==> config.mk <==
export PLATFORM = sky130hd
export DESIGN_NAME = gstmcu_video
export DESIGN_NICKNAME = d
export VERILOG_FILES = /design/src/source/gstmcu_pkg.sv /design/src/source/gstmcu_video.sv /design/src/source/de_gen.sv /design/src/source/sync_gen.sv /design/src/source/video_regs.sv /design/src/source/bus_decoder.sv
export VERILOG_INCLUDE_DIRS = /design/src /design/src/source
export SDC_FILE = /design/constraint.sdc
export NUM_CORES = 1
export LEC_CHECK = 0
export BUFFER_PORTS_ARGS = -buffer_cell sky130_fd_sc_hd__buf_2
export CAP_MARGIN = 20
export CORE_ASPECT_RATIO = 1.25
export CORE_MARGIN = 4
export CORE_UTILIZATION = 40
export CTS_CLUSTER_DIAMETER = 200
export CTS_CLUSTER_SIZE = 28
export DETAILED_ROUTE_END_ITERATION = 10
export GPL_TIMING_DRIVEN = 0
export PLACE_DENSITY = 0.63
export SYNTH_ARGS = -nofsm -noshare
export SYNTH_HDL_FRONTEND = slang
export SYNTH_HIERARCHICAL = 1
export SYNTH_SLANG_ARGS = --single-unit
==> constraint.sdc <==
create_clock -name clk32 -period 3.73 [get_ports clk32]
set_clock_uncertainty 0.05 [all_clocks]
set_input_delay 0.5595 -clock clk32 [delete_from_list [all_inputs] [get_ports clk32]]
set_output_delay 0.5595 -clock clk32 [all_outputs]
set_load 0.1 [all_outputs]
==> src/source/gstmcu_cfg.svh <==
`ifndef GSTMCU_CFG_SVH
`define GSTMCU_CFG_SVH

// Bus error after this many clk32 cycles of address strobe
`define BERR_LIMIT        256

// Pixel tick is clk32 / 16, about 2 MHz
`define TICK_DIV          16

`define LINE_TICKS_PAL    128
`define LINE_TICKS_NTSC   127
`define LINE_TICKS_MONO   56
`define HSYNC_TICKS       10

`define FRAME_LINES_PAL   313
`define FRAME_LINES_NTSC  263
`define FRAME_LINES_MONO  501
`define VSYNC_LINES       3

// Horizontal windows in ticks
`define HDE_START_PAL     12
`define HDE_END_PAL       96
`define HDE_START_NTSC    11
`define HDE_END_NTSC      93
`define HDE_START_MONO    2
`define HDE_END_MONO      43
`define HBLANK_START_PAL  9
`define HBLANK_END_PAL    114
`define HBLANK_START_NTSC 8
`define HBLANK_END_NTSC   114

// Vertical windows in lines
`define VDE_START_PAL     62
`define VDE_END_PAL       262
`define VDE_START_NTSC    33
`define VDE_END_NTSC      233
`define VDE_START_MONO    35
`define VDE_END_MONO      435
`define VBLANK_START_PAL  24
`define VBLANK_END_PAL    307
`define VBLANK_START_NTSC 15
`define VBLANK_END_NTSC   257

// Word addresses A[15:1] in the FF page
`define REG_SYNC          15'h4105 // FF820A
`define REG_MODE          15'h4130 // FF8260
`define REG_VBASE_HI      15'h4100 // FF8201
`define REG_VBASE_MID     15'h4101 // FF8203
`define REG_VBASE_LO      15'h4106 // FF820D

`endif
==> src/source/gstmcu_pkg.sv <==
`default_nettype none

package gstmcu_pkg;

    // CPU pins as seen by the decoder, addr is A[23:1]
    typedef struct packed {
        logic [22:0] addr;
        logic [15:0] wdata;
        logic        rw;     // High for read
    } cpu_bus_t;

    // Bit positions in the one-hot select
    localparam int SEL_SYNC   = 0;
    localparam int SEL_MODE   = 1;
    localparam int SEL_VB_HI  = 2;
    localparam int SEL_VB_MID = 3;
    localparam int SEL_VB_LO  = 4;

    typedef struct packed {
        logic [4:0] sel;     // Held while AS_N is low
        logic       stb;     // Single cycle
        logic       write;
        logic       upper;   // Register lives on D15..D8
    } reg_access_t;

    typedef enum logic [1:0] {
        MODE_NTSC = 2'd0,
        MODE_PAL  = 2'd1,
        MODE_MONO = 2'd2
    } video_mode_t;

    typedef struct packed {
        logic [7:0] hcount;
        logic [8:0] vcount;
        logic       line_start;
    } beam_pos_t;

endpackage

`default_nettype wire

==> src/source/gstmcu_video.sv <==
`timescale 1ns/1ns
`default_nettype none

module gstmcu_video import gstmcu_pkg::*; (
    input  wire logic        clk32,
    input  wire logic        porb,
    input  wire logic        as_n_i,
    input  wire logic        rw_i,
    input  wire logic        uds_n_i,
    input  wire logic        lds_n_i,
    input  wire logic [23:1] a_i,
    input  wire logic [15:0] din_i,
    output logic [15:0]      dout_o,
    output logic             dtack_n_o,
    output logic             berr_n_o,
    output logic             hsync_n_o,
    output logic             vsync_n_o,
    output logic             de_o,
    output logic             blank_n_o
);

    cpu_bus_t    cpu_bus;
    reg_access_t reg_access;
    video_mode_t reg_mode, line_mode;
    beam_pos_t   beam;
    logic        tick;

    assign cpu_bus = '{addr: a_i, wdata: din_i, rw: rw_i};

    bus_decoder u_dec (.clk32, .porb, .cpu_bus_i(cpu_bus), .as_n_i, .uds_n_i, .lds_n_i,
                       .reg_access_o(reg_access), .dtack_n_o, .berr_n_o);

    video_regs u_regs (.clk32, .porb, .reg_access_i(reg_access), .wdata_i(cpu_bus.wdata),
                       .rdata_o(dout_o), .mode_o(reg_mode));

    // Timing runs on the per-line mode from the sync generator
    sync_gen u_sync (.clk32, .porb, .mode_i(reg_mode), .beam_o(beam),
                     .line_mode_o(line_mode), .tick_o(tick), .hsync_n_o, .vsync_n_o);

    de_gen u_de (.clk32, .porb, .tick_i(tick), .beam_i(beam), .mode_i(line_mode),
                 .de_o, .blank_n_o);

endmodule

`default_nettype wire

==> src/source/de_gen.sv <==
`timescale 1ns/1ns
`default_nettype none
`include "gstmcu_cfg.svh"

module de_gen import gstmcu_pkg::*; (
    input  wire logic        clk32,
    input  wire logic        porb,
    input  wire logic        tick_i,
    input  wire beam_pos_t   beam_i,
    input  wire video_mode_t mode_i,
    output logic             de_o,
    output logic             blank_n_o
);

    logic [7:0] hde_on, hde_off, hbl_on, hbl_off;
    logic [8:0] vde_on, vde_off, vbl_on, vbl_off;
    logic       blank_en;   // No blanking in mono
    logic       hde, hblank, vde, vblank;

    always_comb begin
        case (mode_i)
            MODE_PAL: begin
                {hde_on, hde_off} = {8'(`HDE_START_PAL), 8'(`HDE_END_PAL)};
                {hbl_on, hbl_off} = {8'(`HBLANK_START_PAL), 8'(`HBLANK_END_PAL)};
                {vde_on, vde_off} = {9'(`VDE_START_PAL), 9'(`VDE_END_PAL)};
                {vbl_on, vbl_off} = {9'(`VBLANK_START_PAL), 9'(`VBLANK_END_PAL)};
                blank_en          = 1'b1;
            end
            MODE_MONO: begin
                {hde_on, hde_off} = {8'(`HDE_START_MONO), 8'(`HDE_END_MONO)};
                {hbl_on, hbl_off} = 16'd0;
                {vde_on, vde_off} = {9'(`VDE_START_MONO), 9'(`VDE_END_MONO)};
                {vbl_on, vbl_off} = 18'd0;
                blank_en          = 1'b0;
            end
            default: begin
                {hde_on, hde_off} = {8'(`HDE_START_NTSC), 8'(`HDE_END_NTSC)};
                {hbl_on, hbl_off} = {8'(`HBLANK_START_NTSC), 8'(`HBLANK_END_NTSC)};
                {vde_on, vde_off} = {9'(`VDE_START_NTSC), 9'(`VDE_END_NTSC)};
                {vbl_on, vbl_off} = {9'(`VBLANK_START_NTSC), 9'(`VBLANK_END_NTSC)};
                blank_en          = 1'b1;
            end
        endcase
    end

    always_ff @(posedge clk32 or negedge porb) begin
        if (!porb) begin
            {hde, hblank, vde, vblank} <= 4'b0;
            de_o      <= 1'b0;
            blank_n_o <= 1'b1;
        end else if (tick_i) begin
            if (beam_i.hcount == hde_on)  hde <= 1'b1;
            if (beam_i.hcount == hde_off) hde <= 1'b0; // End wins on a clash
            if (blank_en && beam_i.hcount == hbl_on) hblank <= 1'b1;
            if (!blank_en || beam_i.hcount == hbl_off) hblank <= 1'b0;

            // Vertical windows move once per line
            if (beam_i.line_start) begin
                if (beam_i.vcount == vde_on)  vde <= 1'b1;
                if (beam_i.vcount == vde_off) vde <= 1'b0;
                if (blank_en && beam_i.vcount == vbl_on) vblank <= 1'b1;
                if (!blank_en || beam_i.vcount == vbl_off) vblank <= 1'b0;
            end

            de_o      <= hde & vde;
            blank_n_o <= ~blank_en | (hblank & vblank);
        end
    end

endmodule

`default_nettype wire

==> src/source/sync_gen.sv <==
`timescale 1ns/1ns
`default_nettype none
`include "gstmcu_cfg.svh"

module sync_gen import gstmcu_pkg::*; (
    input  wire logic        clk32,
    input  wire logic        porb,
    input  wire video_mode_t mode_i,
    output beam_pos_t        beam_o,
    output video_mode_t      line_mode_o,
    output logic             tick_o,
    output logic             hsync_n_o,
    output logic             vsync_n_o
);

    localparam int DW = $clog2(`TICK_DIV);

    logic [DW-1:0] div_q;
    logic          tick;
    logic [7:0]    hcount, line_last;
    logic [8:0]    vcount, frame_last;
    video_mode_t   line_mode;
    logic          hsync_q, vsync_q;

    assign tick = div_q == DW'(`TICK_DIV - 1);

    // Wrap values follow the mode latched for this line
    always_comb begin
        case (line_mode)
            MODE_PAL: begin
                line_last  = 8'(`LINE_TICKS_PAL - 1);
                frame_last = 9'(`FRAME_LINES_PAL - 1);
            end
            MODE_MONO: begin
                line_last  = 8'(`LINE_TICKS_MONO - 1);
                frame_last = 9'(`FRAME_LINES_MONO - 1);
            end
            default: begin
                line_last  = 8'(`LINE_TICKS_NTSC - 1);
                frame_last = 9'(`FRAME_LINES_NTSC - 1);
            end
        endcase
    end

    always_ff @(posedge clk32 or negedge porb) begin
        if (!porb) begin
            div_q     <= '0;
            hcount    <= '0;
            vcount    <= '0;
            line_mode <= MODE_NTSC;
            hsync_q   <= 1'b1;
            vsync_q   <= 1'b1;
        end else begin
            div_q <= tick ? '0 : div_q + 1'b1;
            if (tick) begin
                if (hcount == line_last) begin
                    hcount    <= '0;
                    line_mode <= mode_i; // Mode only changes between lines
                    hsync_q   <= 1'b0;
                    if (vcount >= frame_last) begin
                        vcount  <= '0;
                        vsync_q <= 1'b0;
                    end else begin
                        vcount <= vcount + 1'b1;
                        if (vcount == 9'(`VSYNC_LINES - 1))
                            vsync_q <= 1'b1;
                    end
                end else begin
                    hcount <= hcount + 1'b1;
                    if (hcount == 8'(`HSYNC_TICKS - 1))
                        hsync_q <= 1'b1;
                end
            end
        end
    end

    assign beam_o      = '{hcount: hcount, vcount: vcount, line_start: hcount == 8'd0};
    assign line_mode_o = line_mode;
    assign tick_o      = tick;
    assign hsync_n_o   = hsync_q;
    assign vsync_n_o   = vsync_q;

endmodule

`default_nettype wire

==> src/source/video_regs.sv <==
`timescale 1ns/1ns
`default_nettype none
`include "gstmcu_cfg.svh"

module video_regs import gstmcu_pkg::*; (
    input  wire logic        clk32,
    input  wire logic        porb,
    input  wire reg_access_t reg_access_i,
    input  wire logic [15:0] wdata_i,
    output logic [15:0]      rdata_o,
    output video_mode_t      mode_o
);

    logic       pal;
    logic       mde1, mde0;
    logic [5:0] vb_hi;
    logic [7:0] vb_mid;
    logic [6:0] vb_lo;   // Address bits 7:1
    logic [7:0] wbyte;
    logic [7:0] rbyte;
    logic       wr;

    // Pick the byte lane the register lives on
    assign wbyte = reg_access_i.upper ? wdata_i[15:8] : wdata_i[7:0];
    assign wr    = reg_access_i.stb & reg_access_i.write;

    always_ff @(posedge clk32 or negedge porb) begin
        if (!porb) begin
            pal    <= 1'b0;
            mde1   <= 1'b0;
            mde0   <= 1'b0;
            vb_hi  <= '0;
            vb_mid <= '0;
            vb_lo  <= '0;
        end else if (wr) begin
            if (reg_access_i.sel[SEL_SYNC])   pal    <= wbyte[1]; // D9
            if (reg_access_i.sel[SEL_MODE])   {mde1, mde0} <= wbyte[1:0];
            if (reg_access_i.sel[SEL_VB_HI])  vb_hi  <= wbyte[5:0];
            if (reg_access_i.sel[SEL_VB_MID]) vb_mid <= wbyte;
            if (reg_access_i.sel[SEL_VB_LO])  vb_lo  <= wbyte[7:1];
        end
    end

    // Readback, unused bits float high
    always_comb begin
        rbyte = 8'hFF;
        if (!reg_access_i.write) begin
            if (reg_access_i.sel[SEL_SYNC])   rbyte = {6'h3F, pal, 1'b1};
            if (reg_access_i.sel[SEL_MODE])   rbyte = {6'h3F, mde1, mde0};
            if (reg_access_i.sel[SEL_VB_HI])  rbyte = {2'b11, vb_hi};
            if (reg_access_i.sel[SEL_VB_MID]) rbyte = vb_mid;
            if (reg_access_i.sel[SEL_VB_LO])  rbyte = {vb_lo, 1'b0};
        end
    end

    assign rdata_o = reg_access_i.upper ? {rbyte, 8'hFF} : {8'hFF, rbyte};

    // Mono overrides the colour standard
    always_comb begin
        if (mde1)
            mode_o = MODE_MONO;
        else if (pal)
            mode_o = MODE_PAL;
        else
            mode_o = MODE_NTSC;
    end

endmodule

`default_nettype wire

==> src/source/bus_decoder.sv <==
`timescale 1ns/1ns
`default_nettype none
`include "gstmcu_cfg.svh"

module bus_decoder import gstmcu_pkg::*; (
    input  wire logic     clk32,
    input  wire logic     porb,
    input  wire cpu_bus_t cpu_bus_i,
    input  wire logic     as_n_i,
    input  wire logic     uds_n_i,
    input  wire logic     lds_n_i,
    output reg_access_t   reg_access_o,
    output logic          dtack_n_o,
    output logic          berr_n_o
);

    localparam int BW = $clog2(`BERR_LIMIT + 1);

    logic          as_s1, as_s2, as_d;
    logic          as_act, as_fall;
    logic          ff_page;
    logic [14:0]   word;
    logic [4:0]    sel_hit;
    logic          stb_q, dtack_q;
    logic [BW-1:0] berr_cnt;

    assign as_act  = ~as_s2;
    assign as_fall = ~as_s2 & as_d;

    assign ff_page = cpu_bus_i.addr[22:15] == 8'hFF;
    assign word    = cpu_bus_i.addr[14:0];

    // Sync and mode sit on the upper byte, video base on the lower
    assign sel_hit[SEL_SYNC]   = ff_page & ~uds_n_i & (word == `REG_SYNC);
    assign sel_hit[SEL_MODE]   = ff_page & ~uds_n_i & (word == `REG_MODE);
    assign sel_hit[SEL_VB_HI]  = ff_page & ~lds_n_i & (word == `REG_VBASE_HI);
    assign sel_hit[SEL_VB_MID] = ff_page & ~lds_n_i & (word == `REG_VBASE_MID);
    assign sel_hit[SEL_VB_LO]  = ff_page & ~lds_n_i & (word == `REG_VBASE_LO);

    assign reg_access_o.sel   = as_act ? sel_hit : 5'b0;
    assign reg_access_o.stb   = stb_q;
    assign reg_access_o.write = ~cpu_bus_i.rw;
    assign reg_access_o.upper = sel_hit[SEL_SYNC] | sel_hit[SEL_MODE];

    assign dtack_n_o = ~dtack_q;
    assign berr_n_o  = ~(berr_cnt == BW'(`BERR_LIMIT));

    always_ff @(posedge clk32 or negedge porb) begin
        if (!porb) begin
            as_s1    <= 1'b1;
            as_s2    <= 1'b1;
            as_d     <= 1'b1;
            stb_q    <= 1'b0;
            dtack_q  <= 1'b0;
            berr_cnt <= '0;
        end else begin
            as_s1 <= as_n_i;
            as_s2 <= as_s1;
            as_d  <= as_s2;
            stb_q <= as_fall & |sel_hit; // Two cycles after AS_N seen low

            if (as_s2)
                dtack_q <= 1'b0;
            else if (stb_q)
                dtack_q <= 1'b1;

            // Bus error timeout, saturates at the limit
            if (as_s2)
                berr_cnt <= '0;
            else if (berr_cnt != BW'(`BERR_LIMIT))
                berr_cnt <= berr_cnt + 1'b1;
        end
    end

endmodule

`default_nettype wire

# == Word level (Yosys, flattened, before mapping) ==
# Index checks and enable logic that the tools add are counted.
# totals
register_bits,69
in_bits,45
output_inout_bits,22
# classes
n_addsub,4
order_cmp,1
n_eq_ne,22
n_mux,41
n_bitwise,20
reduce_logical,26
# op_table
cell,count
"== test 15 bit, second input constant",5
two-way mux 8 bit,5
case mux 9 bit (2 select lines),2
case mux 7 bit (2 select lines),2
two-way mux 9 bit,3
== test 8 x 7 -> 1 bit,3
case mux 5 bit (2 select lines),2
"adder 9 x 1 -> 9 bit, second input constant",2
== test 9 bit,2
AND reduction 2 bit,9
== test 8 x 4 -> 1 bit,2
two-way mux 1 bit,16
two-way mux 16 bit,1
case mux 4 bit (2 select lines),2
case mux 8 bit (2 select lines),1
nonzero test 2 bit,8
bitwise AND 1 bit,12
"== test 9 x 2 -> 1 bit, second input constant",1
== test 9 x 5 -> 1 bit,1
== test 9 x 6 -> 1 bit,1
"== test 9 bit, second input constant",1
greater-or-equal comparator 9 bit,1
"!= test 9 bit, second input constant",1
AND reduction 3 bit,3
other kinds (18),28

# == Logic depth before layout (Yosys ltp) ==
# Gate-level depths: netlist of the first run.
# depth
depth_word,11
depth_mapped,10
mapped_depth_nobuf,10

# == Hierarchy ==
# Netlist of the first run, hierarchy kept.
# modules_own_cells
mod,n_inst,cells_per_inst,area_per_inst_um2,seq_area_each_um2
sync_gen,1,151,1450.1,628.1
video_regs,1,139,1242.4,600.6
bus_decoder,1,90,857.1,354.1
de_gen,1,78,646.9,151.4

# == Worst setup path after synthesis of the first run ==
# Ideal clock, no wire load.
# synth_timing
path_kind,input to output
startpoint,input a_i[11] (netlist name)
endpoint,output dout_o[1]
arrival_ns,3.402
setup_slack_ns,-0.282
stages,5
cell_sequence,nor4_2 -> nand4_2 -> nor3_1 -> a211oi_1 -> a32oi_1
# synth_lines
item,line,text
"start, declared",gstmcu_video.sv:11,"input wire logic [23:1] a_i,"
"end, declared",gstmcu_video.sv:13,"output logic [15:0] dout_o,"

==> results of run 1 <==
[state kept, by name, indices dropped and copies added, names as in the netlist, 2 cells and up]
name / flops
u_sync/div_q: 4
u_regs/vb_mid: 8
u_dec/berr_cnt: 9
u_sync/vcount: 9
u_sync/line_mode_o: 2
u_regs/vb_lo: 7
u_regs/vb_hi: 6
u_sync/hcount: 8
[area by class of cell]
cell class / instances / share of cell area (%)
clock buffers: 12 / 5.060
plain buffers: 17 / 2.419
clock inverters: 4 / 1.876
multi-input cells: 347 / 44.83
repair buffers: 66 / 6.566
flip-flops and latches: 69 / 34.21
well taps: 129 / 3.184
inverters: 25 / 1.851
[synthesized netlist by cell type, types with 3 or more instances]
library cell  number  area share, %
buf_2              5           0.60
o221ai_1           3           0.63
and3_1             4           0.60
o22ai_1            3           0.45
a211oi_1           3           0.54
buf_6              4            1.1
or3_1              6           0.89
nor2_1            27            2.4
xnor2_1            4           0.83
o21ai_0           33            3.9
dfrtp_1           63             38
a22o_1             6            1.3
mux2i_1            8            1.9
a31oi_1            5           0.75
nand4_1            4           0.60
nor2b_1            8            1.2
nor3b_1            4           0.72
and4_1             3           0.63
buf_4              6            1.1
xor2_1            13            2.7
dfstp_2            6            3.8
nor4bb_1           4           0.95
nand3_1           29            3.5
ha_1              17            5.1
or4_1              3           0.54
inv_1             23            2.1
nand2_1           59            5.3
a21oi_1           19            2.3
nor3_1            12            1.4
o21ai_1           14            1.7
nand2b_1           5           0.75
or3b_1             3           0.63
[worst paths after layout]
path,start,slack [ns],endpoint
setup / recovery,u_dec/as_s2$_DFF_PN1_,0.13,dout_o[9]
min in group clk32,as_n_i,0.29,u_dec/as_s1$_DFF_PN1_
hold / removal,porb,0.29,u_sync/div_q[1]$_DFF_PN0_
setup reg to reg,u_sync/hcount[5]$_DFFE_PN0P_,0.88,u_de/vblank$_DFFE_PN0P_
hold reg to reg,u_dec/as_s1$_DFF_PN1_,0.32,u_dec/as_s2$_DFF_PN1_
max in group asynchronous,porb,2.75,u_dec/berr_cnt[0]$_DFFE_PN0P_
[stage by stage]
| stage | cells | hold slack (ns) | total power, mW |
|---|---|---|---|
| after global routing | 669 | 0.2761 | 1.894 |
| after CTS | 669 | 0.2733 | 1.849 |
| final | 669 | 0.2853 | 1.821 |
| after detailed placement | 653 | 0.3068 | 0.8441 |
| after floorplan | 458 | 0.2139 | 0.7962 |
| after global placement | 653 | 0.3012 | 0.8418 |
[routing by layer]
metal  wire [um]  share of wire (%)
met1        4375                 44
met2        5113                 52
met3         307                3.1
met4         129                1.3
met5           0                  0
[worst register-to-register path: stages, from the launching register on]
cell and delay [ns]:
dfrtp_1 0.46, or4_1 0.57, nor4b_1 0.54, nand2_1 0.21, nor4_1 0.49, a31oi_1 0.15
a311oi_1 0.27
[power groups by stage]
stage	registers, mW	logic (mW)	clock network, mW
finish	0.760	0.0713	0.990
global route	0.760	0.0815	1.05
CTS	0.759	0.0720	1.02
detailed placement	0.772	0.0718	0
global placement	0.772	0.0697	0
floorplan	0.771	0.0253	0
[cell families after synthesis]
family          count (synthesis)
flops                          69
simple gates                  198
mux                             9
compound gates                106
fa+ha+maj                      17
xor+xnor                       17
buf+inv                        42
==> key figures, run 1 <==
Finish
  – Register Area: 1734 sq um
  – Final instance area: 5069 sq um
  – Core Util, Final: roughly half
  – Area occupied by multi-input gates: 2272 sq um
  – Layout net count: 597
  – Layout filler cell count: between 900 and 1000
  – Layout cells sized above 1: 22.78%
  – Area growth, synth to finish: 20.78%
  – Most common cell after layout, fill and taps aside: buf_2
  – Diodes inserted: 0
  – Most frequent cells in the layout: buf_2 (70), dfrtp_1 (63), nand2_1 (59)

Synthesis
  – Synth warn: 6
  – Cell Area, Synth: ~4200 sq um
  – Multiplexer share of the synthesized area: between 2 and 2.5%
  – Syn Inst Count: 458
  – Distinct cells, synth: 72
  – Synth async-reset ratio: 100.0%
  – Mapped Nets: 520
  – Synth Register Bits: 69
  – Post-Synth Adder-Cell Area: 5.069%
  – Post-synthesis xor/xnor area fraction: 3.548%
  – Post-synthesis compound-gate area fraction: between 10% and 20%
  – Syn Area/Cell: 9.163 sq um
  – Register area share after synthesis: 41.32%
  – EDFF count, synth: 0
  – Synth Flop Type: dfrtp_1
  – Largest family of logic cells by synthesized area: simple AND/OR/NAND/NOR gates
  – Synth Area in Simple Gates: 26.71%

Worst setup path
  – Worst setup EP type: primary output
  – Crit Path Category: reg2out
  – Crit Path Max Fanout: 6
  – CP delay by family, top: simple AND/OR/NAND/NOR gates
  – Arrival time worst endpoint: 2.99 ns
  – CP Depth: 7
  – CP cell instances: nor4_2 > nand4_2 > nor4bb_2 > inv_1 > o311ai_0 > a32oi_1 > buf_2
  – Crit-path slowest cell: o311ai_0
  – CP Data Required Time: between 3 and 4 ns
  – Slowest stage delay, CP: 0.53 ns
  – Crit start category: flip-flop
  – FF-to-FF path depth: 6
  – Crit path buffers/inverters: 2

Global routing
  – Grt met3 use: 3.411%
  – Antenna violations before repair: 0
  – Most Used Layer, Global Route: met2
  – Met1 usage: 21.19%
  – Largest net degree at the start of global routing: 70
  – Global-route wire length before repair: 17.19 mm
  – Vias in the first global route: about 3700
  – Met2 usage: 30.17%
  – Total grt overflow: 0
  – GRT Overall Usage: 17.18%

STA
  – Fmax: 0.2777 GHz
  – Setup ws final: 0.1291 ns
  – Slew at the pin with the worst max-slew slack: 0.8845 ns
  – Final Slew Violations: 0
  – Minimum clock period: 3.601 ns
  – Fin. Hold Viols: 0
  – Setup TNS: 0 ns
  – Max_slew headroom: 41.03%
  – Setup violations, final: 0
  – Fin crit share: approximately 97%
  – RSZ-0062 raised after global routing: no

Power
  – Sequential Power Share: 41.7%
  – Combinational Power Share: under 10%
  – Switching share of power: 19.14%
  – Clock power frac: a little over half
  – Pwr Density: 359.2 nW/um^2
  – Switching power: 0.3485 mW
  – Leak: 2.236 nW
  – Internal: 1.472 mW
  – Peak supply drop: 0.2277 mV

CTS
  – Latest clock arrival within the worst-skew pair: 0.32 ns
  – H-tree depth: 3
  – Clock-pin slew on the worst setup and hold paths: 0.05 ns
  – Cts bufs inserted: 9
  – CTS tree: done
  – Clock Tree Root: clkbuf_16
  – Post-cts resize count: 1
  – Sink Count: 69
  – CTS max path bufs: 2
  – Postcts setup bufs: 0
  – # hold bufs at CTS: 0

Die
  – Die Y: around 120 um
  – Initial cell density of the core: 41.32%
  – Cell Rows: approximately 40
  – Core area: roughly 10000 sq um
  – Die Width: 99.62 um
  – Ports: 67
  – Die area: 12200 sq um

Route
  – Via count: around 3700
  – Iteration-0 DRC Markers: approximately 170
  – Vias/cell: 5.475
  – Post-Route WL: 9.926 mm
  – Post-route ant nets: 0
  – TritonRoute pass-1 iters: 4
  – Avg WL per Cell: 14.84 um
  – DRC Markers: 0

Place
  – Post-Place Cell Area: 4691 sq um
  – GPL Wtd Cong: between 0.8 and 0.9
  – Port Buffers: 66
  – Pre-CTS WS: 0.06921 ns
  – Post-DP HPWL: 7.148 mm

Min path
  – Hold crit path type: in2async

Flow run
  – Max-Cap Viols: 0

Outcome
  – Status: finished clean
(Power assumes the default switching activity.)
==> inputs of run 2 (changes only) <==
Settings changed: ABC_AREA from default to 1, CORE_UTILIZATION 40 to 46, GPL_TIMING_DRIVEN 0 to default, PLACE_DENSITY 0.63 to 0.69.
==> key figures, run 2 <==
Outcome
  – Status: finished clean

Global routing
  – Antenna violations before repair: 0 (unchanged)
  – Global-route wire length before repair: 19.09 mm (+11%)
  – Total grt overflow: 0 (unchanged)
  – GRT Overall Usage: 19.04% (+1.9 points)
  – Largest net degree at the start of global routing: 70 (unchanged)
  – Vias in the first global route: 4391 (+19%)

Finish
  – Top flop regs: u_dec/berr_cnt: 9 flops, u_sync/vcount: 9 flops
  – Most common cell after layout, fill and taps aside: nand2_1
  – Register Area: 1734 sq um (unchanged)
  – Most frequent cells in the layout: nand2_1 (212), inv_1 (90), nor2_1 (85)
  – Fin cells: 905 (+35%)
  – Layout filler cell count: 982 (+0.82%)
  – Diodes inserted: 0 (unchanged)
  – Layout cells sized above 1: 18.56% (-4.2 points)
  – Area occupied by multi-input gates: 2604 sq um (+15%)
  – Area growth, synth to finish: 14.18%
  – Core Util, Final: 54.49% (+4.6 points)
  – Layout net count: 833 (+40%)

Place
  – GPL Wtd Cong: 0.8351 (+1.4%)
  – Pre-CTS WS: 0.7785 ns (+0.7093 ns)
  – Port Buffers: 66 (unchanged)
  – Placed Cells: 889 (+36%)
  – Post-DP HPWL: 8.109 mm (+13%)

Synthesis
  – Distinct cells, synth: 39 (-46%)
  – Synth cell count leaders: nand2_1 (212), inv_1 (90), nor2_1 (85)
  – Synth async-reset ratio: 100.0% (unchanged)
  – Register area share after synthesis: 35.59% (-5.7 points)
  – Most common cell in the netlist: nand2_1
  – Syn Inst Count: 709 (+55%)
  – Synth Flop Type: dfrtp_1
  – Largest area contributor in the netlist: dfrtp_1
  – Mapped Nets: 771 (+48%)
  – Cell Area, Synth: 4872 sq um (+16%)
  – Post-synth top area share: 32.36% (-5.2 points)
  – Synth warn: 6 (unchanged)
  – Synth top area cells: dfrtp_1 (32%), nand2_1 (16%), inv_1 (6.9%)
  – EDFF count, synth: 0 (unchanged)
  – Synth Register Bits: 69 (unchanged)
  – Syn Area/Cell: 6.872 sq um (-25%)

Power
  – Pwr Density: 313.7 nW/um^2 (-13%)
  – Peak supply drop: 0.2177 mV (-4.4%)
  – Leak: 2.842 nW (+27%)

STA
  – Fin crit share: 79.28% (-17 points)
  – Fin. Hold Viols: 0 (unchanged)
  – Max_slew headroom: 41.78% (+0.75 points)
  – Tightest hold margin: 0.2736 ns (-0.01165 ns)
  – RSZ-0062 raised after global routing: no
  – Fmax: 0.3382 GHz (+22%)
  – Slew at the pin with the worst max-slew slack: 0.8732 ns (-0.01126 ns)
  – Minimum clock period: 2.957 ns (-0.6438 ns)
  – Final Slew Violations: 0 (unchanged)
  – Setup ws final: 0.7729 ns (+0.6438 ns)
  – Setup TNS: 0 ns (unchanged)
  – Setup violations, final: 0 (unchanged)

Die
  – Cell Rows: 41 (unchanged)
  – Core area: 10210 sq um (+0.51%)
  – Die area: 12310 sq um (+0.89%)
  – Initial cell density of the core: 47.73% (+6.4 points)
  – Ports: 67 (unchanged)
  – Die Width: 100.1 um (+0.44%)
  – Die Y: 123.1 um (+0.45%)

CTS
  – CTS tree: done
  – Clock Tree Root: clkbuf_16
  – Latest clock arrival within the worst-skew pair: 0.34 ns (+0.02 ns)
  – H-tree depth: 3 (unchanged)
  – CTS max path bufs: 2 (unchanged)
  – Post-cts resize count: 0 (-1)
  – # hold bufs at CTS: 0 (unchanged)
  – Clock-pin slew on the worst setup and hold paths: 0.05 ns (about the same)
  – Sink Count: 69 (unchanged)
  – Postcts setup bufs: 0 (unchanged)
  – Cts bufs inserted: 9 (unchanged)

Worst setup path
  – Worst setup EP type: primary output
  – Slowest stage delay, CP: 0.43 ns (-0.10 ns)
  – Crit Path Max Fanout: 11 (+5)
  – Crit Path Category: in2out
  – Flop2flop setup slack: 1.50 ns (+0.62 ns)
  – Arrival time worst endpoint: 2.35 ns (-0.64 ns)
  – Crit start category: primary input
  – CP Data Required Time: 3.12 ns (about the same)
  – CP cell instances: buf_2 > nor2_1 > nand2_1 > nor2_1 > nand2_1 > nor2_1 > buf_4 > inv_1 > nand2_1 > o21ai_0 > nand4_1 > buf_2
  – Crit-path slowest cell: buf_2

Route
  – Metal2 WL: 5.458 mm (+6.7%)
  – DRC Markers: 0 (unchanged)
  – Via count: 4545 (+24%)
  – Avg WL per Cell: 12.18 um (-18%)
  – Post-Route WL: 11.03 mm (+11%)
  – Iteration-0 DRC Markers: 189 (+9.2%)
  – DR top layer: met4
  – TritonRoute pass-1 iters: 5 (+1)
  – Vias/cell: 5.022 (-8.3%)
  – Post-route ant nets: 0 (unchanged)
  – M1 WL: 4.799 mm (+9.7%)
  – Met3 wire length: 546 um (+78%)

Flow run
  – Max-Cap Viols: 0 (unchanged)

Min path
  – Hold crit path type: in2reg
-- run 2: cell count changes after synthesis, moves of 6 or more --
cell and change:
nand3_1 +23, nor3_1 -6, nand2_1 +153, or3_1 -6, a22o_1 -6, nor2_1 +58
nor2b_1 -8, nor2_2 +7, o21ai_0 +8, mux2i_1 -8, inv_2 +10, nand4_1 +8
inv_1 +67, nand2_2 +8
-- run 2: layer usage --
layer	global-route usage, %	vias to the layer above
met2	33.35	122
met3	2.991	17
met5	0	-
met4	8.762	0
met1	22.91	2068
li1	-	2338
-- run 2: final timing paths --
| path | cells past startpoint | end | from |
|---|---|---|---|
| setup reg to reg | 11 | u_sync/vcount[5]$_DFFE_PN0P_ | u_sync/line_mode_o[0]$_DFFE_PN0P_ |
| hold reg to reg | 0 | u_dec/as_s2$_DFF_PN1_ | u_dec/as_s1$_DFF_PN1_ |
| min in group asynchronous | 2 | u_sync/vcount[7]$_DFFE_PN0P_ | porb |
| max in group asynchronous | 2 | u_de/hde$_DFFE_PN0P_ | porb |
| setup / recovery | 12 | dout_o[10] | a_i[6] |
| hold / removal | 1 | u_dec/as_s1$_DFF_PN1_ | as_n_i |
-- run 2: where the power goes --
part	internal, mW	switching [mW]	total (mW)
Combinational	0.0269	0.0435	0.0704
Clock	0.581	0.334	0.916
Sequential	0.755	0.00436	0.759
-- run 2: cell type report --
cell class | count | share of cell area [%]
multi-input combinational | 518 | 46.81
sequential | 69 | 31.17
inverter | 103 | 6.973
timing repair buffer | 70 | 6.478
clock buffer | 9 | 4.049
tap | 129 | 2.901
clock inverter | 7 | 1.619
-- run 2: per-stage QoR --
stage / total power [mW] / instance area [sq um]
after CTS: 1.770 / 5563
after global routing: 1.813 / 5563
after global placement: 0.8416 / 5248
final: 1.745 / 5563
after floorplan: 0.7975 / 4872
after detailed placement: 0.8442 / 5248
-- run 2: worst max-delay path, delay by kind of cell --
family / cells / cell delay [ns]
buf+inv: 4 / 0.83
simple gates: 7 / 0.83
compound gates: 1 / 0.13
-- run 2: cell families after synthesis --
kind of cell | share of synthesized area, %
and+or+nand+nor | 36.95
xor gates and xnor gates | 3.030
AOI/OAI and AO/OA | 9.091
adders and majority gates | 4.366
buffers and inverters | 10.97
DFF | 35.59
